`src/verilog/tdu_pkg.sv`:
```
// Shared TDU types and TDATA1 layout; MCONTROL only, no ICOUNT, no chaining, 32-bit CSR word
package tdu_pkg;

    // ------------------------------------------------
    // Widths
    // ------------------------------------------------
    // CSR word and monitored address width
    localparam int unsigned TDU_DATA_W = 32;
    // TSELECT width, room for up to 15 triggers
    localparam int unsigned TDU_TSEL_W = 4;

    // ------------------------------------------------
    // TDATA1 field positions (MCONTROL layout)
    // ------------------------------------------------
    localparam int unsigned TDU_TDATA1_TYPE_HI          = 31;
    localparam int unsigned TDU_TDATA1_TYPE_LO          = 28;
    localparam int unsigned TDU_TDATA1_DMODE            = 27;
    localparam int unsigned TDU_MCONTROL_MASKMAX_HI     = 26;
    localparam int unsigned TDU_MCONTROL_MASKMAX_LO     = 21;
    localparam int unsigned TDU_MCONTROL_HIT            = 20;
    localparam int unsigned TDU_MCONTROL_SELECT         = 19;
    localparam int unsigned TDU_MCONTROL_TIMING         = 18;
    localparam int unsigned TDU_MCONTROL_ACTION_HI      = 17;
    localparam int unsigned TDU_MCONTROL_ACTION_LO      = 12;
    localparam int unsigned TDU_MCONTROL_CHAIN          = 11;
    localparam int unsigned TDU_MCONTROL_MATCH_HI       = 10;
    localparam int unsigned TDU_MCONTROL_MATCH_LO       = 7;
    localparam int unsigned TDU_MCONTROL_M              = 6;
    // Bit 5 reserved, reads zero
    localparam int unsigned TDU_MCONTROL_S              = 4;
    localparam int unsigned TDU_MCONTROL_U              = 3;
    localparam int unsigned TDU_MCONTROL_EXECUTE        = 2;
    localparam int unsigned TDU_MCONTROL_STORE          = 1;
    localparam int unsigned TDU_MCONTROL_LOAD           = 0;

    // ------------------------------------------------
    // Fixed field values
    // ------------------------------------------------
    localparam logic [3:0] TDU_MCONTROL_TYPE_VAL    = 4'd2;
    localparam logic [5:0] TDU_MCONTROL_MASKMAX_VAL = 6'd0;
    localparam logic       TDU_MCONTROL_SELECT_VAL  = 1'b0;
    localparam logic       TDU_MCONTROL_TIMING_VAL  = 1'b0;
    localparam logic       TDU_MCONTROL_CHAIN_VAL   = 1'b0;
    localparam logic [3:0] TDU_MCONTROL_MATCH_VAL   = 4'd0;
    localparam logic       TDU_MCONTROL_S_VAL       = 1'b0;
    localparam logic       TDU_MCONTROL_U_VAL       = 1'b0;
    // TINFO bit advertising type 2 support
    localparam int unsigned TDU_TINFO_MCONTROL_BIT  = 2;

    // ------------------------------------------------
    // CSR port encodings
    // ------------------------------------------------
    typedef enum logic [1:0] {
        CSR_CMD_NONE  = 2'd0,
        CSR_CMD_WRITE = 2'd1,
        CSR_CMD_SET   = 2'd2,
        CSR_CMD_CLEAR = 2'd3
    } tdu_csr_cmd_e;

    // Register offset within the trigger CSR block
    typedef enum logic [1:0] {
        CSR_ADDR_TSELECT = 2'd0,
        CSR_ADDR_TDATA1  = 2'd1,
        CSR_ADDR_TDATA2  = 2'd2,
        CSR_ADDR_TINFO   = 2'd3
    } tdu_csr_addr_e;

    // ------------------------------------------------
    // Bundles
    // ------------------------------------------------
    typedef struct packed {
        logic                  req;
        tdu_csr_cmd_e          cmd;
        tdu_csr_addr_e         addr;
        logic [TDU_DATA_W-1:0] wdata;
    } tdu_csr_req_t;

    // Response is combinational with req
    typedef struct packed {
        logic [TDU_DATA_W-1:0] rdata;
        logic                  ok;
    } tdu_csr_rsp_t;

    // Instruction fetch monitor, one-cycle strobe
    typedef struct packed {
        logic                  vd;
        logic [TDU_DATA_W-1:0] addr;
    } tdu_imon_t;

    // Load/store address monitor
    typedef struct packed {
        logic                  vd;
        logic                  load;
        logic                  store;
        logic [TDU_DATA_W-1:0] addr;
    } tdu_dmon_t;

    // Stored MCONTROL state of one trigger, action kept as one bit
    typedef struct packed {
        logic dmode;
        logic m;
        logic exec;
        logic load;
        logic store;
        logic action;
        logic hit;
    } tdu_mcontrol_t;

endpackage

```
`src/verilog/tdu_csr_access.sv`:
```
// Trigger CSR front end; MTRIG_NUM must be 1..15, response is combinational, writes land next edge
`timescale 1ns/1ps

module tdu_csr_access #(
    parameter int unsigned MTRIG_NUM = 2
) (
    input  logic                                               clk,
    input  logic                                               rst_n,
    input  tdu_pkg::tdu_csr_req_t                              csr_req_i,
    // Per-trigger state, trigger 0 in the low slice
    input  logic [MTRIG_NUM*$bits(tdu_pkg::tdu_mcontrol_t)-1:0] cfg_i,
    input  logic [MTRIG_NUM*tdu_pkg::TDU_DATA_W-1:0]            tdata2_i,
    output tdu_pkg::tdu_csr_rsp_t                              csr_rsp_o,
    output logic [MTRIG_NUM-1:0]                               tdata1_we_o,
    output logic [MTRIG_NUM-1:0]                               tdata2_we_o,
    output logic [tdu_pkg::TDU_DATA_W-1:0]                     wr_data_o
);

    import tdu_pkg::*;

    localparam int unsigned CFG_W = $bits(tdu_mcontrol_t);

    // TSELECT state
    logic [TDU_TSEL_W-1:0] tselect_q;
    logic                  tselect_we;
    // Selected trigger view
    tdu_mcontrol_t         sel_cfg;
    logic [TDU_DATA_W-1:0] sel_tdata2;
    logic [TDU_DATA_W-1:0] tdata1_rd;
    // Read word and write qualifiers
    logic [TDU_DATA_W-1:0] rdata;
    logic                  wr_req;
    logic                  wr_en;

    // ------------------------------------------------
    // Trigger selection
    // ------------------------------------------------
    // TSELECT only ever holds an existing trigger index
    always_comb begin
        sel_cfg    = '0;
        sel_tdata2 = '0;
        for (int i = 0; i < MTRIG_NUM; i++) begin
            if (tselect_q == TDU_TSEL_W'(i)) begin
                sel_cfg    = cfg_i[i*CFG_W +: CFG_W];
                sel_tdata2 = tdata2_i[i*TDU_DATA_W +: TDU_DATA_W];
            end
        end
    end

    // TDATA1 image: stored bits plus constant fields
    always_comb begin
        tdata1_rd = '0;
        tdata1_rd[TDU_TDATA1_TYPE_HI:TDU_TDATA1_TYPE_LO]           = TDU_MCONTROL_TYPE_VAL;
        tdata1_rd[TDU_TDATA1_DMODE]                                = sel_cfg.dmode;
        tdata1_rd[TDU_MCONTROL_MASKMAX_HI:TDU_MCONTROL_MASKMAX_LO] = TDU_MCONTROL_MASKMAX_VAL;
        tdata1_rd[TDU_MCONTROL_HIT]                                = sel_cfg.hit;
        tdata1_rd[TDU_MCONTROL_SELECT]                             = TDU_MCONTROL_SELECT_VAL;
        tdata1_rd[TDU_MCONTROL_TIMING]                             = TDU_MCONTROL_TIMING_VAL;
        // Action reads back as 0 or 1 only
        tdata1_rd[TDU_MCONTROL_ACTION_LO]                          = sel_cfg.action;
        tdata1_rd[TDU_MCONTROL_CHAIN]                              = TDU_MCONTROL_CHAIN_VAL;
        tdata1_rd[TDU_MCONTROL_MATCH_HI:TDU_MCONTROL_MATCH_LO]     = TDU_MCONTROL_MATCH_VAL;
        tdata1_rd[TDU_MCONTROL_M]                                  = sel_cfg.m;
        tdata1_rd[TDU_MCONTROL_S]                                  = TDU_MCONTROL_S_VAL;
        tdata1_rd[TDU_MCONTROL_U]                                  = TDU_MCONTROL_U_VAL;
        tdata1_rd[TDU_MCONTROL_EXECUTE]                            = sel_cfg.exec;
        tdata1_rd[TDU_MCONTROL_STORE]                              = sel_cfg.store;
        tdata1_rd[TDU_MCONTROL_LOAD]                               = sel_cfg.load;
    end

    // ------------------------------------------------
    // Read path
    // ------------------------------------------------
    always_comb begin
        rdata = '0;
        if (csr_req_i.req) begin
            case (csr_req_i.addr)
                CSR_ADDR_TSELECT: begin
                    rdata = TDU_DATA_W'(tselect_q);
                end
                CSR_ADDR_TDATA1: begin
                    rdata = tdata1_rd;
                end
                CSR_ADDR_TDATA2: begin
                    rdata = sel_tdata2;
                end
                CSR_ADDR_TINFO: begin
                    rdata[TDU_TINFO_MCONTROL_BIT] = 1'b1;
                end
                default: begin
                    rdata = '0;
                end
            endcase
        end
    end

    assign csr_rsp_o.rdata = rdata;
    assign csr_rsp_o.ok    = csr_req_i.req;

    // ------------------------------------------------
    // Write merge
    // ------------------------------------------------
    // SET/CLEAR with an empty mask is a pure read
    always_comb begin
        wr_req    = 1'b0;
        wr_data_o = csr_req_i.wdata;
        case (csr_req_i.cmd)
            CSR_CMD_WRITE: begin
                wr_req = 1'b1;
            end
            CSR_CMD_SET: begin
                wr_req    = |csr_req_i.wdata;
                wr_data_o = rdata | csr_req_i.wdata;
            end
            CSR_CMD_CLEAR: begin
                wr_req    = |csr_req_i.wdata;
                wr_data_o = rdata & ~csr_req_i.wdata;
            end
            default: begin
                wr_req = 1'b0;
            end
        endcase
    end

    assign wr_en = csr_req_i.req & wr_req;

    // One-hot enables toward the selected trigger
    always_comb begin
        tdata1_we_o = '0;
        tdata2_we_o = '0;
        for (int i = 0; i < MTRIG_NUM; i++) begin
            if (wr_en && tselect_q == TDU_TSEL_W'(i)) begin
                tdata1_we_o[i] = (csr_req_i.addr == CSR_ADDR_TDATA1);
                tdata2_we_o[i] = (csr_req_i.addr == CSR_ADDR_TDATA2);
            end
        end
    end

    // ------------------------------------------------
    // TSELECT register
    // ------------------------------------------------
    // Whole word must name an existing trigger
    assign tselect_we = wr_en & (csr_req_i.addr == CSR_ADDR_TSELECT)
                      & ~|wr_data_o[TDU_DATA_W-1:TDU_TSEL_W]
                      & (wr_data_o[TDU_TSEL_W-1:0] < TDU_TSEL_W'(MTRIG_NUM));

    always_ff @(posedge clk) begin
        if (!rst_n) begin
            tselect_q <= '0;
        end else if (tselect_we) begin
            tselect_q <= wr_data_o[TDU_TSEL_W-1:0];
        end
    end

endmodule

```
`src/verilog/tdu_mcontrol_trig.sv`:
```
// One address-match trigger; exact compare only, M mode only, TDATA2 holds no reset value
`timescale 1ns/1ps

module tdu_mcontrol_trig (
    input  logic                          clk,
    input  logic                          rst_n,
    // Core is halted in debug mode
    input  logic                          dbg_mode_i,
    // CSR side
    input  logic                          tdata1_we_i,
    input  logic                          tdata2_we_i,
    input  logic [tdu_pkg::TDU_DATA_W-1:0] wr_data_i,
    // Monitored streams
    input  tdu_pkg::tdu_imon_t            imon_i,
    input  tdu_pkg::tdu_dmon_t            dmon_i,
    // This trigger's instruction retires
    input  logic                          retire_i,
    // State and matches
    output tdu_pkg::tdu_mcontrol_t        cfg_o,
    output logic [tdu_pkg::TDU_DATA_W-1:0] tdata2_o,
    output logic                          exec_match_o,
    output logic                          ldst_match_o
);

    import tdu_pkg::*;

    // Stored MCONTROL bits
    tdu_mcontrol_t         cfg_q;
    tdu_mcontrol_t         cfg_d;
    // Match address
    logic [TDU_DATA_W-1:0] tdata2_q;
    // Writes after dmode lock check
    logic                  wr_allowed;
    logic                  tdata1_upd;
    logic                  tdata2_upd;
    // Trigger armed in current mode
    logic                  active;
    logic                  ld_hit;
    logic                  st_hit;

    // ------------------------------------------------
    // Write lock
    // ------------------------------------------------
    // Debug-owned trigger only changes from debug mode
    assign wr_allowed = ~cfg_q.dmode | dbg_mode_i;
    assign tdata1_upd = tdata1_we_i & wr_allowed;
    assign tdata2_upd = tdata2_we_i & wr_allowed;

    // ------------------------------------------------
    // MCONTROL next state
    // ------------------------------------------------
    always_comb begin
        cfg_d = cfg_q;
        if (tdata1_upd) begin
            cfg_d.dmode  = wr_data_i[TDU_TDATA1_DMODE];
            cfg_d.m      = wr_data_i[TDU_MCONTROL_M];
            cfg_d.exec   = wr_data_i[TDU_MCONTROL_EXECUTE];
            cfg_d.load   = wr_data_i[TDU_MCONTROL_LOAD];
            cfg_d.store  = wr_data_i[TDU_MCONTROL_STORE];
            // Only value 1 selects debug entry, anything else is a breakpoint
            cfg_d.action = (wr_data_i[TDU_MCONTROL_ACTION_HI:TDU_MCONTROL_ACTION_LO] == 6'd1);
            // CSR write overrides a same-cycle retire
            cfg_d.hit    = wr_data_i[TDU_MCONTROL_HIT];
        end else if (retire_i) begin
            // Sticky until software clears it
            cfg_d.hit = 1'b1;
        end
    end

    always_ff @(posedge clk) begin
        if (!rst_n) begin
            cfg_q <= '0;
        end else begin
            cfg_q <= cfg_d;
        end
    end

    // ------------------------------------------------
    // TDATA2
    // ------------------------------------------------
    always_ff @(posedge clk) begin
        if (tdata2_upd) begin
            tdata2_q <= wr_data_i;
        end
    end

    assign cfg_o    = cfg_q;
    assign tdata2_o = tdata2_q;

    // ------------------------------------------------
    // Address compare
    // ------------------------------------------------
    // Silent while halted or when M mode is off
    assign active = ~dbg_mode_i & cfg_q.m;

    // Instruction breakpoint
    assign exec_match_o = active
                        & cfg_q.exec
                        & imon_i.vd
                        & (imon_i.addr == tdata2_q);

    // Watchpoint, per-direction enables
    assign ld_hit = cfg_q.load & dmon_i.load;
    assign st_hit = cfg_q.store & dmon_i.store;

    assign ldst_match_o = active
                        & dmon_i.vd
                        & (ld_hit | st_hit)
                        & (dmon_i.addr == tdata2_q);

endmodule

```
`src/verilog/tdu_trigger_debug.sv`:
```
// Trigger debug unit top; MTRIG_NUM 1..15, matches and requests are combinational from monitors
`timescale 1ns/1ps

module tdu_trigger_debug #(
    parameter int unsigned MTRIG_NUM = 2
) (
    input  logic                  clk,
    input  logic                  rst_n,
    input  logic                  dbg_mode_i,
    // CSR port
    input  tdu_pkg::tdu_csr_req_t csr_req_i,
    output tdu_pkg::tdu_csr_rsp_t csr_rsp_o,
    // Execute stage
    input  tdu_pkg::tdu_imon_t    imon_i,
    output logic [MTRIG_NUM-1:0]  ibrk_match_o,
    output logic                  ibrk_exc_req_o,
    input  logic [MTRIG_NUM-1:0]  bp_retire_i,
    // Load/store unit
    input  tdu_pkg::tdu_dmon_t    dmon_i,
    output logic [MTRIG_NUM-1:0]  dbrk_match_o,
    output logic                  dbrk_exc_req_o,
    // Halt controller
    output logic                  dmode_req_o
);

    import tdu_pkg::*;

    localparam int unsigned CFG_W = $bits(tdu_mcontrol_t);

    // Flat per-trigger state toward the CSR block
    logic [MTRIG_NUM*CFG_W-1:0]      cfg;
    logic [MTRIG_NUM*TDU_DATA_W-1:0] tdata2;
    // Write strobes and merged data
    logic [MTRIG_NUM-1:0]            tdata1_we;
    logic [MTRIG_NUM-1:0]            tdata2_we;
    logic [TDU_DATA_W-1:0]           wr_data;
    // Action bits, one per trigger
    logic [MTRIG_NUM-1:0]            action_vec;

    // ------------------------------------------------
    // CSR access
    // ------------------------------------------------
    tdu_csr_access #(
        .MTRIG_NUM (MTRIG_NUM)
    ) i_tdu_csr_access (
        .clk         (clk),
        .rst_n       (rst_n),
        .csr_req_i   (csr_req_i),
        .cfg_i       (cfg),
        .tdata2_i    (tdata2),
        .csr_rsp_o   (csr_rsp_o),
        .tdata1_we_o (tdata1_we),
        .tdata2_we_o (tdata2_we),
        .wr_data_o   (wr_data)
    );

    // ------------------------------------------------
    // Trigger array
    // ------------------------------------------------
    for (genvar i = 0; i < MTRIG_NUM; i++) begin : g_trig
        tdu_mcontrol_t trig_cfg;

        tdu_mcontrol_trig i_tdu_mcontrol_trig (
            .clk          (clk),
            .rst_n        (rst_n),
            .dbg_mode_i   (dbg_mode_i),
            .tdata1_we_i  (tdata1_we[i]),
            .tdata2_we_i  (tdata2_we[i]),
            .wr_data_i    (wr_data),
            .imon_i       (imon_i),
            .dmon_i       (dmon_i),
            .retire_i     (bp_retire_i[i]),
            .cfg_o        (trig_cfg),
            .tdata2_o     (tdata2[i*TDU_DATA_W +: TDU_DATA_W]),
            .exec_match_o (ibrk_match_o[i]),
            .ldst_match_o (dbrk_match_o[i])
        );

        // Trigger i lands in slice i
        assign cfg[i*CFG_W +: CFG_W] = trig_cfg;
        assign action_vec[i]         = trig_cfg.action;
    end

    // ------------------------------------------------
    // Requests
    // ------------------------------------------------
    // Any match raises the breakpoint exception
    assign ibrk_exc_req_o = |ibrk_match_o;
    assign dbrk_exc_req_o = |dbrk_match_o;

    // Debug entry when a retiring trigger has action 1
    assign dmode_req_o = |(action_vec & bp_retire_i);

endmodule

```
`config.mk`:
```
export PLATFORM = sky130hd
export DESIGN_NAME = tdu_trigger_debug
export DESIGN_NICKNAME = d
export VERILOG_FILES = /design/src/verilog/tdu_pkg.sv /design/src/verilog/tdu_csr_access.sv /design/src/verilog/tdu_mcontrol_trig.sv /design/src/verilog/tdu_trigger_debug.sv
export SDC_FILE = /design/constraint.sdc
export NUM_CORES = 1
export LEC_CHECK = 0
export BUFFER_PORTS_ARGS = -buffer_cell sky130_fd_sc_hd__buf_4
export CAP_MARGIN = 20
export CORE_MARGIN = 2
export CORE_UTILIZATION = 50
export DETAILED_ROUTE_END_ITERATION = 8
export PLACE_DENSITY = 0.76
export REMOVE_ABC_BUFFERS = 1
export SYNTH_ARGS = -nofsm -noshare
export SYNTH_HDL_FRONTEND = slang
export SYNTH_SLANG_ARGS = --single-unit
```
`constraint.sdc`:
```
create_clock -name clk -period 8.5 [get_ports clk]
set_input_delay 0.425 -clock clk [delete_from_list [all_inputs] [get_ports clk]]
set_output_delay 0.425 -clock clk [all_outputs]
set_load 0.05 [all_outputs]
```
==> out/metrics.yaml <==
critical_path:
  worst_path_most_repeated_cell: "buf_4"
  worstPathMaxFanout: 33
  crit_arrival_ns: 2.69
  crit_path_end_kind: "primary output"
  crit_required_ns: 8.08
  cpPeakStageDelay_ns: 0.67
  cp_num_buf_inv: 2
  crit_type: "reg -> out"
  crit_path_top_delay_cell: "dfxtp_2"
  path_cells: "buf_4 > mux2_1 > a32o_1 > a21oi_1 > nor2b_1 > buf_4"
  cp-start-kind: "flip-flop"
  crit_family: "buffers and inverters"
min_path:
  hold_class: "in -> reg"
die:
  fp.dieH_microns: 110
  boundaryPins: 150
  core-area_sq_mm: 0.0109
  die_w_microns: 110
  die_area_sq_mm: 0.0121
  initial_core_util_pct: 51.6
  rows: 38
timing:
  slew_headroom_pct: 35.4
  rsz0062_at_grt: "false"
  hold_violations: 0
  max_clock_freq_mhz: 321
  maxSlewViolCount: 0
  setup_viol: 0
  worst_slew_pin_slew_ns: 0.969
  tns_ns: 0
  clock_skew_ns: 0.0147
  period_needed_ns: 3.12
  min_period_over_period_pct: 36.7
power:
  powerDensity_mw_per_mm2: 129
  power.leakage_nw: 2.61
  ir_drop_mv: 0.0850
job:
  max_cap_violations: 0
placed_design:
  dpl.hpwl_microns: 15400
  placed_area_sq_mm: 0.00682
  io_buffers: 149
  gp_congestion: 1.01
synthesis:
  synth_flop_cell: "edfxtp_1"
  syn_area_sq_mm: 0.00562
  async_flop_share_pct: 0
  syn_inst: 564
  syn_area_per_cell_sq_um: 9.97
  synth-seq-cells: 82
  synth_edf_count: 64
  ys_types: 56
  synth_warnings: 0
  yosysSeqAreaShare_pct: 40.6
global_route:
  grt_max_degree: 34
  antenna_found_initial: 0
  grt_first_pass_wirelength_microns: 27900
  grt_overflow: 0
  grt_pass1_vias: 4880
  grtUsageTotal_pct: 32.1
clock_tree:
  root_buffer: "clkbuf_8"
  post_cts_buffers: 0
  cts_resized: 0
  holdBufCountCts: 0
  cts_sinks: 82
  insertion_delay_ns: 0.36
  htree_levels: 3
  cts_tree: "done"
  path_clk_slew_ns: 0.08
  cts_max_path_buffers: 2
  cts_inserted_buffers: 9
final_layout:
  syn_to_final_growth_pct: 24.7
  layout_commonest_cell: "buf_4"
  nNetsFinal: 813
  diodes: 0
  layout_common_cells: "buf_4 (154), xnor2_1 (74), edfxtp_1 (64)"
  final_area_sq_mm: 0.00701
  drive_above_1_share_pct: 26.1
route:
  via_per_inst: 6.03
  first_pass_iters: 5
  ant_nets: 0
  routed_wl_microns: 19400
  vias: 5111
  initialDrtViolationCount: 420
  drt-wirelength-per-cell_microns: 22.9
  drc: 0
outcome:
  status: "complete, no violations"
[logic make-up (layout without fill, tap and decap cells)]
group / Yosys count / after routing / synth area share (%)
xor gates and xnor gates: 128 / 128 / 19.9
DFF: 82 / 82 / 40.6
buffers and inverters: 32 / 176 / 2.83
muxes: 42 / 42 / 7.57
and+or+nand+nor: 203 / 203 / 18.7
AOI/OAI and AO/OA: 77 / 77 / 10.4
[worst reg2reg max path: cells and delay by family, from the launching register on]
family | cells | cell delay, ns
muxes | 1 | 0.40
DFF | 1 | 0.67
AOI/OAI and AO/OA | 2 | 0.44
and+or+nand+nor | 4 | 0.83
buffers and inverters | 1 | 0.54
[Yosys cell counts, drive strengths merged (6+ instances only)]
master | n | area [sq um]
a21oi | 8 | 40.0
a22o | 6 | 52.6
clkbuf | 10 | 37.5
xor2 | 54 | 473
nor4 | 24 | 156
nand2 | 45 | 169
o31ai | 18 | 140
nand4 | 24 | 156
xnor2 | 74 | 648
dfxtp | 18 | 360
edfxtp | 64 | 1920
inv | 6 | 22.5
nand3 | 12 | 60.1
buf | 16 | 98.8
mux2i | 38 | 380
nor3 | 20 | 105
a22oi | 8 | 60.1
o21ai | 12 | 60.1
nor2b | 18 | 113
nor2 | 38 | 143
[report_power, final]
group	total, mW	switching (mW)	leakage (nW)	internal (mW)
clock	0.275	0.152	0.0955	0.123
combinational	0.183	0.103	1.79	0.0792
sequential	0.446	0.00638	0.731	0.440
[cell type report]
type	count	area, sq um
clock buffer	11	151
multi-input combinational	450	3190
inverter	6	22.5
sequential	82	2280
fill	910	3870
timing repair buffer	154	1160
clock inverter	5	38.8
tap	140	175
[routing by layer]
metal  part of all wire [%]  GRT usage, %
met5                      0             0
met1                     40          41.5
met3                    8.5          5.70
met2                     48          53.2
met4                    3.6          13.2
[path summary, 6_finish.rpt]
| kind | start | to | slack, ns | cells past startpoint |
|---|---|---|---|---|
| setup / recovery | i_tdu_csr_access.tselect_q[0] | csr_rsp_o[3] | 5.38 | 6 |
| hold / removal | bp_retire_i[1] | g_trig[1].i_tdu_mcontrol_trig.cfg_o[0] | 0.34 | 2 |
| setup reg to reg | i_tdu_csr_access.tselect_q[0] | i_tdu_csr_access.tselect_q[2] | 5.52 | 8 |
| hold reg to reg | g_trig[1].i_tdu_mcontrol_trig.cfg_o[0] | g_trig[1].i_tdu_mcontrol_trig.cfg_o[0] | 0.52 | 1 |
[through the flow]
| step | hold WS (ns) | instances | power (mW) | setup slack (ns) | util [%] |
|---|---|---|---|---|---|
| floorplan | 0.484 | 538 | 0.538 | 4.84 | - |
| global placement | 0.506 | 832 | 0.633 | 5.62 | 62.7 |
| detailed placement | 0.510 | 832 | 0.634 | 5.57 | 62.7 |
| CTS | 0.327 | 848 | 0.902 | 5.41 | 64.4 |
| global route | 0.333 | 848 | 0.931 | 5.28 | 64.4 |
| finish | 0.335 | 848 | 0.904 | 5.38 | 64.4 |
[state kept, by name, summed over array words and instances (netlist names)]
name / flops
g_trig.i_tdu_mcontrol_trig.cfg_o: 14
g_trig.i_tdu_mcontrol_trig.tdata2_o: 64
i_tdu_csr_access.tselect_q: 4
(Power assumes the default switching activity.)
